`src/common/controlPkg.sv`:
```
`default_nettype none

package controlPkg;

    typedef logic [5:0] opcodeT;
    typedef logic [5:0] functT;
    typedef logic [31:0] wordT; // datapath word, PC adder width

    localparam opcodeT opRtype = 6'h00;
    localparam opcodeT opJ     = 6'h02;
    localparam opcodeT opJal   = 6'h03;
    localparam opcodeT opBeq   = 6'h04;
    localparam opcodeT opBne   = 6'h05;
    localparam opcodeT opAddi  = 6'h08;
    localparam opcodeT opAddiu = 6'h09;
    localparam opcodeT opAndi  = 6'h0c;
    localparam opcodeT opXori  = 6'h0e;
    localparam opcodeT opLui   = 6'h0f;
    localparam opcodeT opLw    = 6'h23;
    localparam opcodeT opSw    = 6'h2b;

    localparam functT fnNop   = 6'h00; // sll $0,$0,0
    localparam functT fnJr    = 6'h08;
    localparam functT fnBreak = 6'h0d;
    localparam functT fnAdd   = 6'h20;
    localparam functT fnAddu  = 6'h21;
    localparam functT fnSub   = 6'h22;
    localparam functT fnSubu  = 6'h23;
    localparam functT fnAnd   = 6'h24;
    localparam functT fnXor   = 6'h26;

    typedef enum logic [3:0] {
        clsArith, clsImm, clsLoad, clsStore, clsLui, clsJump,
        clsJumpReg, clsBranch, clsNop, clsBreak, clsIllegal
    } instrClassT;

    // encoding is fixed by the ALU
    typedef enum logic [2:0] {
        aluLoad, aluAdd, aluSub, aluAnd, aluInc, aluNeg, aluXor, aluComp
    } aluOpT;

    typedef enum logic [4:0] {
        fetch, fetchWait1, fetchWait2, decode,
        aritCalc, aritStore, immCalc, immStore,
        memAddr, memAddrWait1, memAddrWait2,
        memRead, memReadWait1, memReadWait2, memReadDone, memWrite,
        loadImm, jump, jumpReg, branch, halt,
        excpEpc, excpRead, excpWait1, excpWait2, excpTreat
    } ctrlStateT;

    typedef enum logic [1:0] {addrPc, addrAluOut, addrVector} addrSelT;
    typedef enum logic [1:0] {pcAlu, pcAluOut, pcJumpTarget, pcMemVector} pcSelT;
    typedef enum logic {aSelPc, aSelRegA} aluASelT;
    typedef enum logic [1:0] {bSelRegB, bSelFour, bSelImm, bSelImmShift} aluBSelT;
    typedef enum logic [1:0] {wbAluOut, wbMemData, wbUpperImm, wbPc} wbSelT;
    typedef enum logic [1:0] {dstRt, dstRd, dstRa} regDstT;

    typedef enum logic {causeIllegal, causeOverflow} causeT;

    typedef struct packed {
        logic    pcWrite;
        logic    memWrite;
        logic    irWrite;
        logic    regWrite;
        logic    aWrite;
        logic    bWrite;
        logic    aluOutWrite;
        logic    mdrWrite;
        logic    epcWrite;
        logic    causeWrite;
        logic    treatSrc;  // handler vector select
        causeT   intCause;
        addrSelT addrSel;
        pcSelT   pcSel;
        aluASelT aluASel;
        aluBSelT aluBSel;
        wbSelT   wbSel;
        regDstT  regDst;
        aluOpT   aluOp;
    } controlWordT;

    typedef struct packed {
        logic  raise;
        causeT cause;
    } trapT;

endpackage

`default_nettype wire

```
`src/controlUnit/controlUnit.sv`:
```
`timescale 1ns/1ns
`default_nettype none

module controlUnit (
    input  logic                    clock,
    input  logic                    reset,
    input  controlPkg::opcodeT      opcode,
    input  controlPkg::functT       funct,
    input  logic                    zero,
    input  logic                    overflow,
    input  logic                    causeLsb,  // bit 0 of the cause register
    output controlPkg::controlWordT ctrl,
    output controlPkg::ctrlStateT   stateOut
);

    controlPkg::instrClassT instrClass;
    controlPkg::aluOpT      aluOp;
    logic                   trapsOnOverflow;
    controlPkg::trapT       trap;

    instructionDecoder u_instructionDecoder (
        .opcode          (opcode),
        .funct           (funct),
        .instrClass      (instrClass),
        .aluOp           (aluOp),
        .trapsOnOverflow (trapsOnOverflow)
    );

    stateSequencer u_stateSequencer (
        .clock           (clock),
        .reset           (reset),
        .instrClass      (instrClass),
        .trapsOnOverflow (trapsOnOverflow),
        .overflow        (overflow),
        .state           (stateOut),
        .trap            (trap)
    );

    controlWordGen u_controlWordGen (
        .state      (stateOut),
        .instrClass (instrClass),
        .aluOp      (aluOp),
        .trap       (trap),
        .zero       (zero),
        .causeLsb   (causeLsb),
        .ctrl       (ctrl)
    );

endmodule

`default_nettype wire

```
`src/controlUnit/controlWordGen.sv`:
```
`timescale 1ns/1ns
`default_nettype none

module controlWordGen (
    input  controlPkg::ctrlStateT   state,
    input  controlPkg::instrClassT  instrClass,
    input  controlPkg::aluOpT       aluOp,
    input  controlPkg::trapT        trap,
    input  logic                    zero,
    input  logic                    causeLsb,
    output controlPkg::controlWordT ctrl
);

    logic link;
    logic branchTaken;

    assign link = instrClass == controlPkg::clsJump && aluOp == controlPkg::aluInc;

    // beq takes on zero, bne (aluComp) on not-zero
    assign branchTaken = instrClass == controlPkg::clsBranch
                         && ((aluOp == controlPkg::aluComp) ? !zero : zero);

    always_comb begin
        ctrl = '0;
        ctrl.causeWrite = trap.raise;
        ctrl.intCause   = trap.cause;

        case (state)
            controlPkg::fetch,
            controlPkg::fetchWait1,
            controlPkg::fetchWait2: begin
                ctrl.mdrWrite = 1'b1;
                ctrl.aluBSel  = controlPkg::bSelFour; // PC + 4
                if (state != controlPkg::fetch)
                    ctrl.aluOp = controlPkg::aluAdd;
                if (state == controlPkg::fetchWait2) begin
                    ctrl.pcWrite = 1'b1;
                    ctrl.irWrite = 1'b1;
                end
            end
            controlPkg::decode: begin
                ctrl.aWrite      = 1'b1;
                ctrl.bWrite      = 1'b1;
                ctrl.aluOutWrite = 1'b1; // branch target
                ctrl.aluBSel     = controlPkg::bSelImmShift;
                ctrl.aluOp       = controlPkg::aluAdd;
            end
            controlPkg::aritCalc,
            controlPkg::immCalc: begin
                ctrl.aluOutWrite = 1'b1;
                ctrl.aluASel     = controlPkg::aSelRegA;
                ctrl.aluOp       = aluOp;
                if (state == controlPkg::immCalc)
                    ctrl.aluBSel = controlPkg::bSelImm;
            end
            controlPkg::aritStore: begin
                ctrl.regWrite = 1'b1;
                ctrl.regDst   = controlPkg::dstRd;
                ctrl.aluASel  = controlPkg::aSelRegA;
            end
            controlPkg::immStore: begin
                ctrl.regWrite = 1'b1;
                ctrl.aluASel  = controlPkg::aSelRegA;
            end
            controlPkg::memAddr,
            controlPkg::memAddrWait1,
            controlPkg::memAddrWait2: begin
                ctrl.aluOutWrite = 1'b1;
                ctrl.aluASel     = controlPkg::aSelRegA;
                ctrl.aluBSel     = controlPkg::bSelImm;
                ctrl.aluOp       = controlPkg::aluAdd;
            end
            controlPkg::memRead,
            controlPkg::memReadWait1,
            controlPkg::memReadWait2,
            controlPkg::memReadDone: begin
                ctrl.mdrWrite = 1'b1;
                ctrl.addrSel  = controlPkg::addrAluOut;
                ctrl.aluASel  = controlPkg::aSelRegA;
                ctrl.aluOp    = controlPkg::aluAdd;
                ctrl.wbSel    = controlPkg::wbMemData;
                if (state == controlPkg::memReadDone)
                    ctrl.regWrite = 1'b1;
            end
            controlPkg::memWrite: begin
                ctrl.memWrite = 1'b1;
                ctrl.mdrWrite = 1'b1;
                ctrl.addrSel  = controlPkg::addrAluOut;
                ctrl.aluASel  = controlPkg::aSelRegA;
                ctrl.aluOp    = controlPkg::aluAdd;
            end
            controlPkg::loadImm: begin
                ctrl.regWrite = 1'b1;
                ctrl.wbSel    = controlPkg::wbUpperImm;
            end
            controlPkg::jump: begin
                ctrl.pcWrite = 1'b1;
                ctrl.pcSel   = controlPkg::pcJumpTarget;
                if (link) begin
                    ctrl.regWrite = 1'b1;
                    ctrl.wbSel    = controlPkg::wbPc;
                    ctrl.regDst   = controlPkg::dstRa; // $31
                end
            end
            controlPkg::jumpReg: begin
                ctrl.pcWrite = 1'b1;
                ctrl.aluASel = controlPkg::aSelRegA; // A passes through the ALU
            end
            controlPkg::branch: begin
                ctrl.aluASel = controlPkg::aSelRegA;
                ctrl.aluOp   = controlPkg::aluSub; // compare sets zero
                if (branchTaken) begin
                    ctrl.pcWrite = 1'b1;
                    ctrl.pcSel   = controlPkg::pcAluOut;
                end
            end
            controlPkg::excpEpc: begin
                ctrl.epcWrite = 1'b1;
                ctrl.aluBSel  = controlPkg::bSelFour;
                ctrl.aluOp    = controlPkg::aluSub; // PC - 4
            end
            controlPkg::excpRead,
            controlPkg::excpWait1,
            controlPkg::excpWait2: ctrl.addrSel = controlPkg::addrVector;
            controlPkg::excpTreat: begin
                ctrl.pcWrite  = 1'b1;
                ctrl.pcSel    = controlPkg::pcMemVector;
                ctrl.treatSrc = causeLsb;
            end
            default: ; // halt keeps everything inactive
        endcase

        // a store cycle must never also load the IR
        assert (!(ctrl.memWrite && ctrl.irWrite));
    end

endmodule

`default_nettype wire

```
`src/controlUnit/instructionDecoder.sv`:
```
`timescale 1ns/1ns
`default_nettype none

module instructionDecoder (
    input  controlPkg::opcodeT     opcode,
    input  controlPkg::functT      funct,
    output controlPkg::instrClassT instrClass,
    output controlPkg::aluOpT      aluOp,
    output logic                   trapsOnOverflow
);

    // aluOp doubles as a sub-flag for jump and branch:
    // aluInc marks jal, aluComp marks bne
    always_comb begin
        instrClass      = controlPkg::clsIllegal;
        aluOp           = controlPkg::aluLoad;
        trapsOnOverflow = 1'b0;

        case (opcode)
            controlPkg::opRtype: begin
                case (funct)
                    controlPkg::fnAdd: begin
                        instrClass      = controlPkg::clsArith;
                        aluOp           = controlPkg::aluAdd;
                        trapsOnOverflow = 1'b1;
                    end
                    controlPkg::fnAddu: begin
                        instrClass = controlPkg::clsArith;
                        aluOp      = controlPkg::aluAdd;
                    end
                    controlPkg::fnSub: begin
                        instrClass      = controlPkg::clsArith;
                        aluOp           = controlPkg::aluSub;
                        trapsOnOverflow = 1'b1;
                    end
                    controlPkg::fnSubu: begin
                        instrClass = controlPkg::clsArith;
                        aluOp      = controlPkg::aluSub;
                    end
                    controlPkg::fnAnd: begin
                        instrClass = controlPkg::clsArith;
                        aluOp      = controlPkg::aluAnd;
                    end
                    controlPkg::fnXor: begin
                        instrClass = controlPkg::clsArith;
                        aluOp      = controlPkg::aluXor;
                    end
                    controlPkg::fnJr:    instrClass = controlPkg::clsJumpReg;
                    controlPkg::fnBreak: instrClass = controlPkg::clsBreak;
                    controlPkg::fnNop:   instrClass = controlPkg::clsNop;
                    default:             instrClass = controlPkg::clsNop; // unknown funct
                endcase
            end
            controlPkg::opJ:   instrClass = controlPkg::clsJump;
            controlPkg::opJal: begin
                instrClass = controlPkg::clsJump;
                aluOp      = controlPkg::aluInc; // link
            end
            controlPkg::opBeq: begin
                instrClass = controlPkg::clsBranch;
                aluOp      = controlPkg::aluSub;
            end
            controlPkg::opBne: begin
                instrClass = controlPkg::clsBranch;
                aluOp      = controlPkg::aluComp; // inverted sense
            end
            controlPkg::opLw: begin
                instrClass = controlPkg::clsLoad;
                aluOp      = controlPkg::aluAdd;
            end
            controlPkg::opSw: begin
                instrClass = controlPkg::clsStore;
                aluOp      = controlPkg::aluAdd;
            end
            controlPkg::opLui: instrClass = controlPkg::clsLui;
            controlPkg::opAddi: begin
                instrClass      = controlPkg::clsImm;
                aluOp           = controlPkg::aluAdd;
                trapsOnOverflow = 1'b1;
            end
            controlPkg::opAddiu: begin
                instrClass = controlPkg::clsImm;
                aluOp      = controlPkg::aluAdd;
            end
            controlPkg::opAndi: begin
                instrClass = controlPkg::clsImm;
                aluOp      = controlPkg::aluAnd;
            end
            controlPkg::opXori: begin
                instrClass = controlPkg::clsImm;
                aluOp      = controlPkg::aluXor;
            end
            default: instrClass = controlPkg::clsIllegal;
        endcase
    end

endmodule

`default_nettype wire

```
`src/controlUnit/stateSequencer.sv`:
```
`timescale 1ns/1ns
`default_nettype none

module stateSequencer (
    input  logic                   clock,
    input  logic                   reset,
    input  controlPkg::instrClassT instrClass,
    input  logic                   trapsOnOverflow,
    input  logic                   overflow,
    output controlPkg::ctrlStateT  state,
    output controlPkg::trapT       trap
);

    controlPkg::ctrlStateT nextState;

    always_ff @(posedge clock, posedge reset) begin
        if (reset)
            state <= controlPkg::fetch;
        else
            state <= nextState;
    end

    // trap decision, taken once here and shared with the control word
    always_comb begin
        trap = '0;
        if (state == controlPkg::decode && instrClass == controlPkg::clsIllegal) begin
            trap.raise = 1'b1;
            trap.cause = controlPkg::causeIllegal;
        end else if ((state == controlPkg::aritCalc || state == controlPkg::immCalc)
                     && trapsOnOverflow && overflow) begin
            trap.raise = 1'b1;
            trap.cause = controlPkg::causeOverflow;
        end
    end

    always_comb begin
        nextState = controlPkg::fetch;
        case (state)
            controlPkg::fetch:      nextState = controlPkg::fetchWait1;
            controlPkg::fetchWait1: nextState = controlPkg::fetchWait2;
            controlPkg::fetchWait2: nextState = controlPkg::decode;
            controlPkg::decode: begin
                case (instrClass)
                    controlPkg::clsArith:   nextState = controlPkg::aritCalc;
                    controlPkg::clsImm:     nextState = controlPkg::immCalc;
                    controlPkg::clsLoad,
                    controlPkg::clsStore:   nextState = controlPkg::memAddr;
                    controlPkg::clsLui:     nextState = controlPkg::loadImm;
                    controlPkg::clsJump:    nextState = controlPkg::jump;
                    controlPkg::clsJumpReg: nextState = controlPkg::jumpReg;
                    controlPkg::clsBranch:  nextState = controlPkg::branch;
                    controlPkg::clsNop,
                    controlPkg::clsBreak:   nextState = controlPkg::halt;
                    default:                nextState = controlPkg::excpEpc;
                endcase
            end
            controlPkg::aritCalc:     nextState = controlPkg::aritStore;
            controlPkg::immCalc:      nextState = controlPkg::immStore;
            controlPkg::memAddr:      nextState = controlPkg::memAddrWait1;
            controlPkg::memAddrWait1: nextState = controlPkg::memAddrWait2;
            controlPkg::memAddrWait2: begin
                if (instrClass == controlPkg::clsLoad)
                    nextState = controlPkg::memRead;
                else
                    nextState = controlPkg::memWrite;
            end
            controlPkg::memRead:      nextState = controlPkg::memReadWait1;
            controlPkg::memReadWait1: nextState = controlPkg::memReadWait2;
            controlPkg::memReadWait2: nextState = controlPkg::memReadDone;
            // nop spends one idle cycle here, break never leaves
            controlPkg::halt: begin
                if (instrClass == controlPkg::clsBreak)
                    nextState = controlPkg::halt;
                else
                    nextState = controlPkg::fetch;
            end
            controlPkg::excpEpc:   nextState = controlPkg::excpRead;
            controlPkg::excpRead:  nextState = controlPkg::excpWait1;
            controlPkg::excpWait1: nextState = controlPkg::excpWait2;
            controlPkg::excpWait2: nextState = controlPkg::excpTreat;
            default:               nextState = controlPkg::fetch; // single-cycle tails
        endcase

        if (trap.raise)
            nextState = controlPkg::excpEpc;
    end

    assert property (@(posedge clock) disable iff (reset)
        state == controlPkg::excpTreat |=> state == controlPkg::fetch);

    // raise only where the word generator drives causeWrite
    assert property (@(posedge clock) disable iff (reset)
        trap.raise |-> state inside {controlPkg::decode, controlPkg::aritCalc,
                                     controlPkg::immCalc});

    assert property (@(posedge clock) disable iff (reset)
        state == controlPkg::halt && instrClass == controlPkg::clsBreak
        |=> state == controlPkg::halt);

endmodule

`default_nettype wire

```
`config.mk`:
```
export PLATFORM = sky130hd
export DESIGN_NAME = controlUnit
export DESIGN_NICKNAME = d
export VERILOG_FILES = /design/src/common/controlPkg.sv /design/src/controlUnit/controlUnit.sv /design/src/controlUnit/controlWordGen.sv /design/src/controlUnit/instructionDecoder.sv /design/src/controlUnit/stateSequencer.sv
export SDC_FILE = /design/constraint.sdc
export NUM_CORES = 1
export LEC_CHECK = 0
export BUFFER_PORTS_ARGS = -buffer_cell sky130_fd_sc_hd__clkbuf_2
export CAP_MARGIN = 20
export CELL_PAD_IN_SITES_DETAIL_PLACEMENT = 1
export CELL_PAD_IN_SITES_GLOBAL_PLACEMENT = 1
export CORE_MARGIN = 8
export CORE_UTILIZATION = 33
export DETAILED_ROUTE_END_ITERATION = 8
export PLACE_DENSITY = 0.82
export RECOVER_POWER = 100
export SLEW_MARGIN = 20
export SYNTH_ARGS = -nofsm -noshare
export SYNTH_HDL_FRONTEND = slang
export SYNTH_SLANG_ARGS = --single-unit
```
`constraint.sdc`:
```
create_clock -name clock -period 2.52 [get_ports clock]
set_input_delay 0.378 -clock clock [delete_from_list [all_inputs] [get_ports clock]]
set_output_delay 0.378 -clock clock [all_outputs]
set_load 0.005 [all_outputs]
```
======== Word level (Yosys, flattened, before mapping) ========
Memory sizes are Yosys's and may differ from the RTL's.
Cells that the tools add are included.
word-level totals
  bits of input ports ..................... 17
  memories kept ........................... 1
  output and inout port bits .............. 31
  bits in read-only memories .............. 80
  flip-flop bits (word level) ............. 5
  word-level logic and storage cells ...... 122
cells by class
  reduce and logical (&&, ||, !) cells .... 32
  equal/unequal tests ..................... 51
  multiplexer cells ....................... 37
memories
  memory            words  width  read ports  clocked after Yosys merged registers in  wr ports  RTL line              text
  (name not given)  16     5      1           0                                        0         stateSequencer.sv:43  case (instrClass)
operator list
  cell                                                  count
  case mux 5 bit (17 select lines)                      1
  equality test 5 bit (second input constant)           10
  equality test 6 bit (second input constant)           8
  equality test 6 x 4 -> 1 bit (second input constant)  7
  equality test 5 x 4 -> 1 bit (second input constant)  8
  case mux 4 bit (7 select lines)                       1
  case mux 3 bit (4 select lines)                       2
  case mux 3 bit (7 select lines)                       1
  equality test 5 x 3 -> 1 bit (second input constant)  4
  OR reduction 4 bit                                    4
  2-to-1 mux 1 bit                                      15
  OR reduction 3 bit                                    5
  OR reduction 14 bit                                   1
  OR reduction 2 bit                                    7
  equality test 6 x 2 -> 1 bit (second input constant)  2
  equality test 6 x 3 -> 1 bit (second input constant)  2
  case mux 2 bit (3 select lines)                       2
  case mux 4 bit (3 select lines)                       1
  OR reduction 6 bit                                    2
  equality test 5 x 2 -> 1 bit (second input constant)  2
  2-to-1 mux 5 bit                                      2
  OR reduction 9 bit                                    1
  equality test 4 x 3 -> 1 bit (second input constant)  2
  equality test 4 bit (second input constant)           2
  18 further kinds                                      28

======== Depth between registers and ports, before layout ========
Gate-level depths: netlist of the first run.
  depth after elaboration ................. 9
  mapped depth ............................ 8
  depth with buffers taken out ............ 6

======== Hierarchy ========
From an unflattened synthesis of the first run, not the netlist that was laid out.
second synthesis, totals
  cell total of the unflattened synthesis .. 202
  area total of the unflattened synthesis .. 1357.6 sq um
modules (own cells, without submodules)
  module              area each (sq um)  instances  cells an instance  sequential area each (sq um)
  stateSequencer      499.2              1          67                 125.1
  controlWordGen      494.2              1          77                 0.0
  instructionDecoder  364.1              1          58                 0.0

======== Worst setup path before layout of the first run ========
OpenSTA, ideal clock, no wires.
  path type ............................... input-to-reg
  from .................................... input opcode[1]
  to ...................................... register u_stateSequencer.state[4]
  path slack .............................. 467 ps
  buffers on the path ..................... 1
  arrival time ............................ 1914 ps
  setup time .............................. 139 ps
  stages on the path ...................... 6
  required time ........................... 2381 ps
  cell sequence ........................... buf_6 or4b_4 a21o_1 a41oi_2 nor2_1 or4_4
on the way
  longest elaborated chain between the ends .. 7
  elaborated cells between the ends (all ways) .. 28
  those cells by class .................... eq/ne (13); mux (7); reduce/logical (7); memory (1)
RTL lines
  item                                                              RTL line              text
  start: declaration                                                controlUnit.sv:7      input controlPkg::opcodeT opcode,
  branches (longest 6 deep; another with memory read (16 x 5 bit))  -
  2-to-1 mux 5 bit (*)                                              stateSequencer.sv:84  if (trap.raise)
  via u_stateSequencer.nextState[4]                                 stateSequencer.sv:14  controlPkg::ctrlStateT nextState;
  end signal: assignment                                            stateSequencer.sv:18  state <= controlPkg::fetch;
  end signal: assignment                                            stateSequencer.sv:20  state <= nextState;
  end: declaration                                                  stateSequencer.sv:10  output controlPkg::ctrlStateT state,
Mark *: on every way through the listed nets, which the timed path passes.

==> results of run 1 <==
-- cell usage in the layout (no fill, tap or decap), drive strengths merged, types with 2 or more instances in the layout --
master   netlist  final
clkbuf        10     53
nor2          29     29
nand2         19     19
a21oi         16     16
o21ai         14     14
buf            8     12
inv            9      9
nor4           8      8
nor2b          7      7
and3           7      7
nor3           5      5
dfrtp          5      5
xnor2          4      4
nand3          4      4
nand2b         3      3
mux2i          3      3
nand4b         3      3
nand4          3      3
a31oi          3      3
xor2           3      3
o211ai         2      2
a21o           2      2
nor3b          2      2
o22ai          2      2
and3b          2      2
o2bb2ai        2      2
a22oi          2      2
a32oi          2      2
-- metal layers --
layer	share of wire, %	global-route usage (%)
met3	3.8	2.12
met4	1.4	4.23
met1	45	19.4
met5	0	0
met2	50	28.7
-- logic make-up after synthesis --
logic type,Yosys count
buffers and inverters,28
flip-flops,5
multiplexers,4
AND/OR/NAND/NOR,97
XOR/XNOR,7
AO/OA/AOI/OAI,54
-- power groups by stage --
stage / clock [W] / sequential (W) / combinational, W
finish: 0.000148 / 0.000157 / 0.000959
global route: 0.000160 / 0.000164 / 0.00107
CTS: 0.000151 / 0.000161 / 0.000997
detailed placement: 0 / 0.000160 / 0.000990
global placement: 0 / 0.000159 / 0.000966
floorplan: 0 / 0.000139 / 0.000630
-- area by class of cell --
cell class | instances | area, sq um | share of cell area [%]
inverter | 10 | 37.5 | 2.43
sequential | 5 | 125 | 8.10
multi-input combinational | 162 | 957 | 62.0
clock buffer | 4 | 45.0 | 2.92
tap | 48 | 60.1 | 3.89
timing repair buffer | 61 | 319 | 20.7
-- metrics by stage --
stage,setup slack [ns],area [sq um],hold slack [ns],util [%]
floorplan,0.467,1210,0.157,-
global placement,0.191,1530,0.256,42.4
detailed placement,0.147,1530,0.268,42.4
CTS,0.156,1580,0.0357,43.7
global route,0.00901,1540,0.0519,42.8
finish,0.188,1540,0.0324,42.8
-- repair_timing --
| action | CTS | global route |
|---|---|---|
| hold endpoints to repair | 0 | 0 |
| endpoints found under the setup margin | 0 | 4 |
| gates resized for setup | 0 | 1 |
-- worst paths after layout --
kind                            depth (start not counted)                        end  slack, ns                       from
worst min register to register                          2  u_stateSequencer.state[0]       0.70  u_stateSequencer.state[0]
worst max register to register                          6  u_stateSequencer.state[4]       0.59  u_stateSequencer.state[2]
worst min-delay path                                    2  u_stateSequencer.state[0]       0.03                      reset
min in group clock                                      5  u_stateSequencer.state[1]       0.70                   overflow
worst max-delay path                                    8                    ctrl[6]       0.19                  opcode[3]
max in group asynchronous                               2  u_stateSequencer.state[1]       2.32                      reset
==> impl_metrics.tcl, run 1 <==
set metrics [dict create \
    fp-row-count 22 \
    worst-endpoint-arrival_ns 1.95 \
    cp_max_fo 11 \
    seq_area_frac_synth_pct 10.3 \
    fin_total_pwr_w 0.00126 \
    io_buffers 47 \
    crit_slowest_cell "nor2_1" \
    regMostFlops "u_stateSequencer.state" \
    fillers 514 \
    internal_power_w 0.000598 \
    area_growth_syn_to_layout_pct 27.3 \
    reg_top3 "u_stateSequencer.state x5" \
    routedWlPerCell_microns 16.1 \
    cts_tree "yes" \
    power_density_nw_per_um2 818 \
    grt_max_degree 20 \
    place.gp.congestion 0.841 \
    instances_no_fill 290 \
    dieArea_sq_um 5870 \
    max_freq_ghz 0.429 \
    first_pass_iters 4 \
    start_util_pct 33.6 \
    cts_buffers 3 \
    synthSimpleGateAreaFrac_pct 42.6 \
    drive_gt1_share_pct 23.6 \
    synth.area.mux_share_pct 3.41 \
    vias_per_cell 5.62 \
    criticalPathCategory "input pin to output port" \
    status "finished, final reports clean" \
    htreeDepth 1 \
    slew_viol_final 0 \
    vdd_ir_drop_max_v 0.000225 \
    core_sq_um 3610 \
    setup_viol 0 \
    clk_latency_ns 0.22 \
    synth_edf_count 0 \
    max_stage_delay_ns 0.35 \
    fin_tns_setup_ns 0 \
    die_h_microns 76.6 \
    critical_path.endpoint_type "output port" \
    fp.dieW_microns 76.6 \
    crit_chain "clkbuf_2, nor2_1, nand2_1, nor3_1, a32oi_1, nand4b_1, nand2_1, clkbuf_2" \
    async_reset_ff_share_pct 100 \
    syn-cell-area_sq_um 1210 \
    post_cts.repair.setup_buffers 0 \
    power_frac_clock_pct 11.7 \
    antenna_found_initial 0 \
    ios 48 \
    synth_top_family_by_area "simple AND/OR/NAND/NOR gates" \
    clockRootBuffer "clkbuf_8" \
    synth_top_area_share_pct 10.3 \
    gr-total-overflow 0 \
    grt_first_pass_wirelength_microns 8190 \
    numClockSinks 5 \
    synth_xor_area_share_pct 5.06 \
    cts_hold_buf 0 \
    period_minus_slack_ns 2.33 \
    cts_buffer_depth 2 \
    max-slew-margin-rel_pct 52.4 \
    vias 1630 \
    hpwl_microns 3770 \
    grt_pass1_vias 1726 \
    pwr-share-seq_pct 12.4 \
    synth_most_common_cell "nor2_1" \
    syn-instance-count 195 \
    cp_top_family "simple AND/OR/NAND/NOR gates" \
    avgSynthCellArea_sq_um 6.22 \
    drt_iter0_drc 82 \
    ys_seq_elements 5 \
    fin_nets 260 \
    skew_ns 0.000270 \
    largest_reg_flops 5 \
    drc 0 \
    final_hold_viol_count 0 \
    clk_pin_slew_ns 0.03 \
    combPwrFrac_pct 75.9 \
    fin_crit_sh_pct 92.5 \
    power.leakage_nw 0.725 \
    switching_share_pct 52.7 \
    drt-total-wl_microns 4680 \
    ys_top_cells_by_area "dfrtp_1 10%, nor2_1 9.0%, a21oi_1 6.6%, nand2_1 5.9%, o21ai_0 5.8%" \
    cp_num_buf_inv 2 \
    grt_use_total_pct 16.1 \
    worst_pin_slew_ns 0.708 \
    antenna_cells 0 \
    maxCapViolations 0 \
    critPathRequiredTime_ns 2.14 \
    synthTopCellsByCount "29 x nor2_1, 19 x nand2_1, 16 x a21oi_1" \
    synth-adder-area-share_pct 0 \
    p_switching_w 0.000666 \
    dp.cells 286 \
    synth_ff_type "dfrtp_1" \
    ys_types 49 \
    synth_nets 212 \
    synth_compound_area_share_pct 28.7 \
    yosysTopAreaCell "dfrtp_1" \
    ys_warn_count 0 \
    hold_class "input pin to asynchronous set/reset pin" \
    ant_nets 0 \
    rsz0062_at_grt "false" \
    cp-start-kind "input pin" \
]
No activity file was read; power rests on OpenSTA's default activity.
==> inputs of run 2 (changes only) <==
--- a/config.mk
+++ b/config.mk
@@ -12,6 +12,7 @@
 export CORE_MARGIN = 8
 export CORE_UTILIZATION = 33
 export DETAILED_ROUTE_END_ITERATION = 8
+export MAX_ROUTING_LAYER = met4
 export PLACE_DENSITY = 0.82
 export RECOVER_POWER = 100
 export SLEW_MARGIN = 20
==> run 2 against run 1 <==
- total power hardly changed
- sequential power hardly changed
- cell count stayed put
- critical path depth stayed put
- register-to-register slack hardly changed
- hold slack hardly changed
==> impl_metrics.tcl, run 2 (synthesized netlist as in run 1, its figures left out) <==
set metrics [dict create \
    pwr-share-seq_pct 12.4 \
    power.leakage_nw 0.725 \
    cts_hold_buf 0 \
    core_sq_um 3610 \
    max-slew-margin-rel_pct 52.2 \
    timing.rr.end "u_stateSequencer.state[4]" \
    vdd_ir_drop_max_v 0.000226 \
    fin_nets 260 \
    timing.final.ws_setup_ns 0.175 \
    fin_crit_sh_pct 93.0 \
    grt_busiest_layer "met2" \
    crit_slowest_cell "nor2_1" \
    io_buffers 47 \
    cts_buffer_depth 2 \
    start_util_pct 33.6 \
    placed_area_sq_um 1530 \
    clk_pin_slew_ns 0.03 \
    status "finished, final reports clean" \
    post_cts.repair.setup_buffers 0 \
    critPathRequiredTime_ns 2.14 \
    p_switching_w 0.000666 \
    maxCapViolations 0 \
    rrSetupSlack_ns 0.58 \
    crit_chain "clkbuf_2, nor2_1, nand2_1, nor3_1, a32oi_1, nand4b_1, nand2_1, clkbuf_2" \
    use_met2_pct 28.6 \
    max_freq_ghz 0.427 \
    power_density_nw_per_um2 818 \
    fp.dieW_microns 76.6 \
    dieArea_sq_um 5870 \
    cp-start-kind "input pin" \
    regMostFlops "u_stateSequencer.state" \
    cp_num_buf_inv 2 \
    layout_commonest_cell "clkbuf_2" \
    seq_area_sq_um 125 \
    vias 1625 \
    grt.met1_usage_pct 19.7 \
    final_cell_mix "39 x clkbuf_2, 29 x nor2_1, 19 x nand2_1, 16 x a21oi_1, 14 x o21ai_0" \
    grt_use_total_pct 16.5 \
    largest_reg_flops 5 \
    gr-total-overflow 0 \
    grt_max_degree 20 \
    antenna_cells 0 \
    pre_cts_ws_ns 0.147 \
    fillers 514 \
    cp_max_fo 11 \
    first_pass_iters 4 \
    htreeDepth 1 \
    drt_iter0_drc 86 \
    drive_gt1_share_pct 23.6 \
    clk_latency_ns 0.22 \
    hold_class "input pin to asynchronous set/reset pin" \
    vias_per_cell 5.60 \
    combPwrFrac_pct 75.9 \
    area_growth_syn_to_layout_pct 27.3 \
    criticalPathCategory "input pin to output port" \
    internal_power_w 0.000598 \
    max_stage_delay_ns 0.36 \
    critical_path.endpoint_type "output port" \
    fp-row-count 22 \
    numClockSinks 5 \
    r2r_start "u_stateSequencer.state[2]" \
    rsz0062_at_grt "false" \
    worst_pin_slew_ns 0.710 \
    setup_viol 0 \
    switching_share_pct 52.7 \
    period_minus_slack_ns 2.34 \
    reg2regPathDepth 6 \
    cts_buffers 3 \
    drc 0 \
    reg_top3 "u_stateSequencer.state x5" \
    cp_top_family "simple AND/OR/NAND/NOR gates" \
    multi_input_area_sq_um 957 \
    hpwl_microns 3770 \
    use_met3_pct 2.00 \
    ant_nets 0 \
    place.gp.congestion 0.854 \
    routedWlPerCell_microns 16.2 \
    finish.instance_area_sq_um 1540 \
    grt_first_pass_wirelength_microns 8190 \
    grt_pass1_vias 1723 \
    antenna_found_initial 0 \
    slew_viol_final 0 \
    drt-total-wl_microns 4690 \
    cts_tree "yes" \
    power_frac_clock_pct 11.7 \
    ios 48 \
    clockRootBuffer "clkbuf_8" \
    worst-endpoint-arrival_ns 1.97 \
    skew_ns 0.000320 \
    final_hold_viol_count 0 \
    die_h_microns 76.6 \
    fin_tns_setup_ns 0 \
]
-- run 2: power groups by stage --
stage	clock, W	sequential (W)	combinational, W
detailed placement	0	0.000160	0.000990
finish	0.000148	0.000157	0.000959
global route	0.000160	0.000164	0.00107
global placement	0	0.000159	0.000966
floorplan	0	0.000139	0.000630
CTS	0.000151	0.000161	0.000997
-- run 2: worst register-to-register path: cells and delay by family (launching register included) --
| family | cells | cell delay [ns] |
|---|---|---|
| AND/OR/NAND/NOR | 4 | 0.92 |
| flip-flops | 1 | 0.48 |
| AO/OA/AOI/OAI | 1 | 0.20 |
| buffers and inverters | 1 | 0.19 |
-- run 2: how the worst max path moves through the flow --
stage | start | to | slack, ns | cells after the start
after CTS | opcode[3] | ctrl[6] | 0.16 | 8
after detailed placement | opcode[1] | ctrl[6] | 0.15 | 9
after global routing | opcode[3] | ctrl[22] | 0.009 | 8
final | opcode[3] | ctrl[6] | 0.18 | 8
after global placement | opcode[1] | ctrl[6] | 0.19 | 9
after floorplan | opcode[1] | u_stateSequencer.state[4] | 0.47 | 6
-- run 2: routing by layer --
layer	part of all wire, %	up-vias
met5	0	-
met4	1.4	0
met3	3.0	8
met2	49	33
met1	46	782
li1	-	802
-- run 2: timing repair --
action                                  in CTS  in global routing
hold endpoints to repair                     0                  0
resized for setup                            0                  1
endpoints found under the setup margin       0                  4
-- run 2: through the flow --
step | hold WS [ns] | total power, W | instances | util, %
floorplan | 0.157 | 0.000769 | 195 | -
global placement | 0.256 | 0.00112 | 286 | 42.4
detailed placement | 0.268 | 0.00115 | 286 | 42.4
CTS | 0.0357 | 0.00131 | 290 | 43.7
global route | 0.0519 | 0.00139 | 290 | 42.8
finish | 0.0323 | 0.00126 | 290 | 42.8
-- run 2: final cells by class --
cell class | instances | share of cell area, %
Clock buffer | 4 | 2.92
Inverter | 10 | 2.43
Multi-Input combinational cell | 162 | 62.0
Sequential cell | 5 | 8.10
Tap cell | 48 | 3.89
Timing Repair Buffer | 61 | 20.7
==> inputs of run 3 (changes only) <==
--- a/config.mk
+++ b/config.mk
@@ -5,12 +5,13 @@
 export SDC_FILE = /design/constraint.sdc
 export NUM_CORES = 1
 export LEC_CHECK = 0
+export ABC_AREA = 1
 export BUFFER_PORTS_ARGS = -buffer_cell sky130_fd_sc_hd__clkbuf_2
 export CAP_MARGIN = 20
 export CELL_PAD_IN_SITES_DETAIL_PLACEMENT = 1
 export CELL_PAD_IN_SITES_GLOBAL_PLACEMENT = 1
 export CORE_MARGIN = 8
-export CORE_UTILIZATION = 33
+export CORE_UTILIZATION = 32
 export DETAILED_ROUTE_END_ITERATION = 8
 export MAX_ROUTING_LAYER = met4
 export PLACE_DENSITY = 0.82
==> run 3 against run 2 <==
- sequential cell count did not move
- final area fell by 0.73%
- synthesized cell count increased by 19%
- largest power group unchanged
==> impl_metrics.tcl, run 3 <==
set metrics [dict create \
    final_hold_viol_count 0 \
    drt_iter0_drc 46 \
    rsz0062_at_grt "false" \
    regMostFlops "u_stateSequencer.state" \
    fin_crit_sh_pct 90.9 \
    antenna_found_initial 0 \
    gr-total-overflow 0 \
    cts.repair.resized 0 \
    antenna_cells 0 \
    hold_class "input pin to asynchronous set/reset pin" \
    first_pass_iters 4 \
    ant_nets 0 \
    worst-endpoint-arrival_ns 1.91 \
    grt_pass1_vias 1714 \
    ys_seq_elements 5 \
    utilization_pct 41.2 \
    fp.dieW_microns 78.6 \
    synth_top_area_share_pct 17.1 \
    fin_nets 301 \
    skew_ns 0.00156 \
    fin_tns_setup_ns 0 \
    reg_top3 "u_stateSequencer.state x5" \
    ys_top_cells_by_area "nand2_1 17%, nor2_1 11%, dfrtp_1 10%, nand3_1 10%, inv_1 9.0%" \
    period_minus_slack_ns 2.29 \
    synth_ff_type "dfrtp_1" \
    drive_gt1_share_pct 25.1 \
    cts_hold_buf 0 \
    max-slew-margin-rel_pct 65.0 \
    r2r_start "u_stateSequencer.state[4]" \
    core_sq_um 3720 \
    crit_path_start "u_stateSequencer.state[2]" \
    area_growth_syn_to_layout_pct 22.4 \
    htreeDepth 1 \
    cp_max_fo 7 \
    clk_pin_slew_ns 0.03 \
    dieArea_sq_um 6170 \
    status "finished, final reports clean" \
    io_buffers 47 \
    hpwl_microns 4130 \
    async_reset_ff_share_pct 100 \
    cts_buffer_depth 2 \
    synthTopCellsByCount "57 x nand2_1, 37 x nor2_1, 30 x inv_1" \
    cp-start-kind "flop" \
    grt_max_degree 12 \
    grt_first_pass_wirelength_microns 8020 \
    post_cts.repair.setup_buffers 0 \
    yosysTopAreaCell "nand2_1" \
    cts_tree "yes" \
    slew_viol_final 0 \
    vdd_ir_drop_max_v 0.000211 \
    layout_commonest_cell "nand2_1" \
    drt-total-wl_microns 4600 \
    ys_warn_count 0 \
    grt_use_total_pct 15.8 \
    synth_most_common_cell "nand2_1" \
    clk_latency_ns 0.22 \
    ios 48 \
    vias_per_cell 4.87 \
    maxCapViolations 0 \
    placed_area_sq_um 1540 \
    fp-row-count 22 \
    numClockSinks 5 \
    criticalPathCategory "flop to output port" \
    clockRootBuffer "clkbuf_8" \
    finish.instance_area_sq_um 1530 \
    drc 0 \
    largest_reg_flops 5 \
    setup_viol 0 \
    syn-cell-area_sq_um 1250 \
    avgSynthCellArea_sq_um 5.38 \
    synth_nets 250 \
    start_util_pct 33.7 \
    worst_pin_slew_ns 0.524 \
    cts_buffers 3 \
    critPathRequiredTime_ns 2.14 \
    ys_types 34 \
    routedWlPerCell_microns 13.9 \
    seq_area_frac_synth_pct 9.99 \
    critical_path.endpoint_type "output port" \
    vias 1611 \
    power.leakage_nw 0.891 \
    fin_total_pwr_w 0.00121 \
    die_h_microns 78.6 \
    synth_edf_count 0 \
    power_density_nw_per_um2 792 \
    final_cell_mix "60 x nand2_1, 41 x nor2_1, 34 x clkbuf_2, 31 x inv_1, 26 x nand3_1" \
    place.gp.congestion 0.951 \
    syn-instance-count 233 \
    max_freq_ghz 0.436 \
]
[run 3: cell types whose count changed in the layout (fill, tap and decap cells not counted), moves of 7 or more]
cell,delta
nand2_1,+41
and3_1,-7
inv_1,+22
nor2_1,+12
inv_2,+9
nand3_1,+22
nand4_1,+7
buf_4,-10
o21ai_0,-13
a21oi_1,-10
nor2b_1,-7
[run 3: power breakdown]
group / switching (W) / total, W / leakage (nW) / internal [W]
logic: 0.000580 / 0.000884 / 0.803 / 0.000303
clock network: 0.0000342 / 0.000142 / 0.0228 / 0.000108
registers: 0.0000693 / 0.000188 / 0.0645 / 0.000118
[run 3: routing by layer]
layer | up-vias | GRT usage, % | part of all wire (%)
li1 | 848 | - | -
met1 | 736 | 17.3 | 43
met2 | 27 | 30.2 | 54
met3 | 0 | 1.59 | 2.7
met4 | 0 | 2.22 | 0
met5 | - | - | 0
[run 3: final timing paths]
kind / to / slack, ns / cells after the start
hold / removal: u_stateSequencer.state[4] / 0.03 / 2
setup / recovery: ctrl[25] / 0.23 / 8
setup reg to reg: u_stateSequencer.state[2] / 0.76 / 7
max in group asynchronous: u_stateSequencer.state[2] / 2.33 / 2
min in group clock: u_stateSequencer.state[1] / 0.61 / 4
hold reg to reg: u_stateSequencer.state[0] / 0.86 / 3
[run 3: per-stage QoR]
stage | hold slack, ns | worst slack [ns] | cells
after floorplan | 0.157 | 0.885 | 233
after global placement | 0.251 | 0.522 | 327
after detailed placement | 0.260 | 0.486 | 327
after CTS | 0.0343 | 0.249 | 331
after global routing | 0.0582 | 0.0411 | 331
final | 0.0311 | 0.229 | 331
[run 3: kinds of logic after synthesis]
family	Yosys count	share of synthesized area (%)
buf+inv	45	14.7
xor+xnor	1	0.699
compound gates	16	8.49
flops	5	9.99
simple gates	166	66.1
[run 3: final cells by class]
cell class | instances | area, sq um
Clock buffer | 4 | 45.0
Inverter | 43 | 165
Multi-Input combinational cell | 183 | 911
Tap cell | 48 | 60.1
Timing Repair Buffer | 48 | 226
Sequential cell | 5 | 125
Fill cell | 562 | 2180
[run 3: critical path, cell delays in order (launching register included)]
cell and delay [ns]:
dfrtp_1 0.41, nor2_1 0.44, nand2_1 0.19, nor2_1 0.23
inv_1 0.09, o31ai_1 0.09, inv_2 0.05, nand4_1 0.08
clkbuf_2 0.12
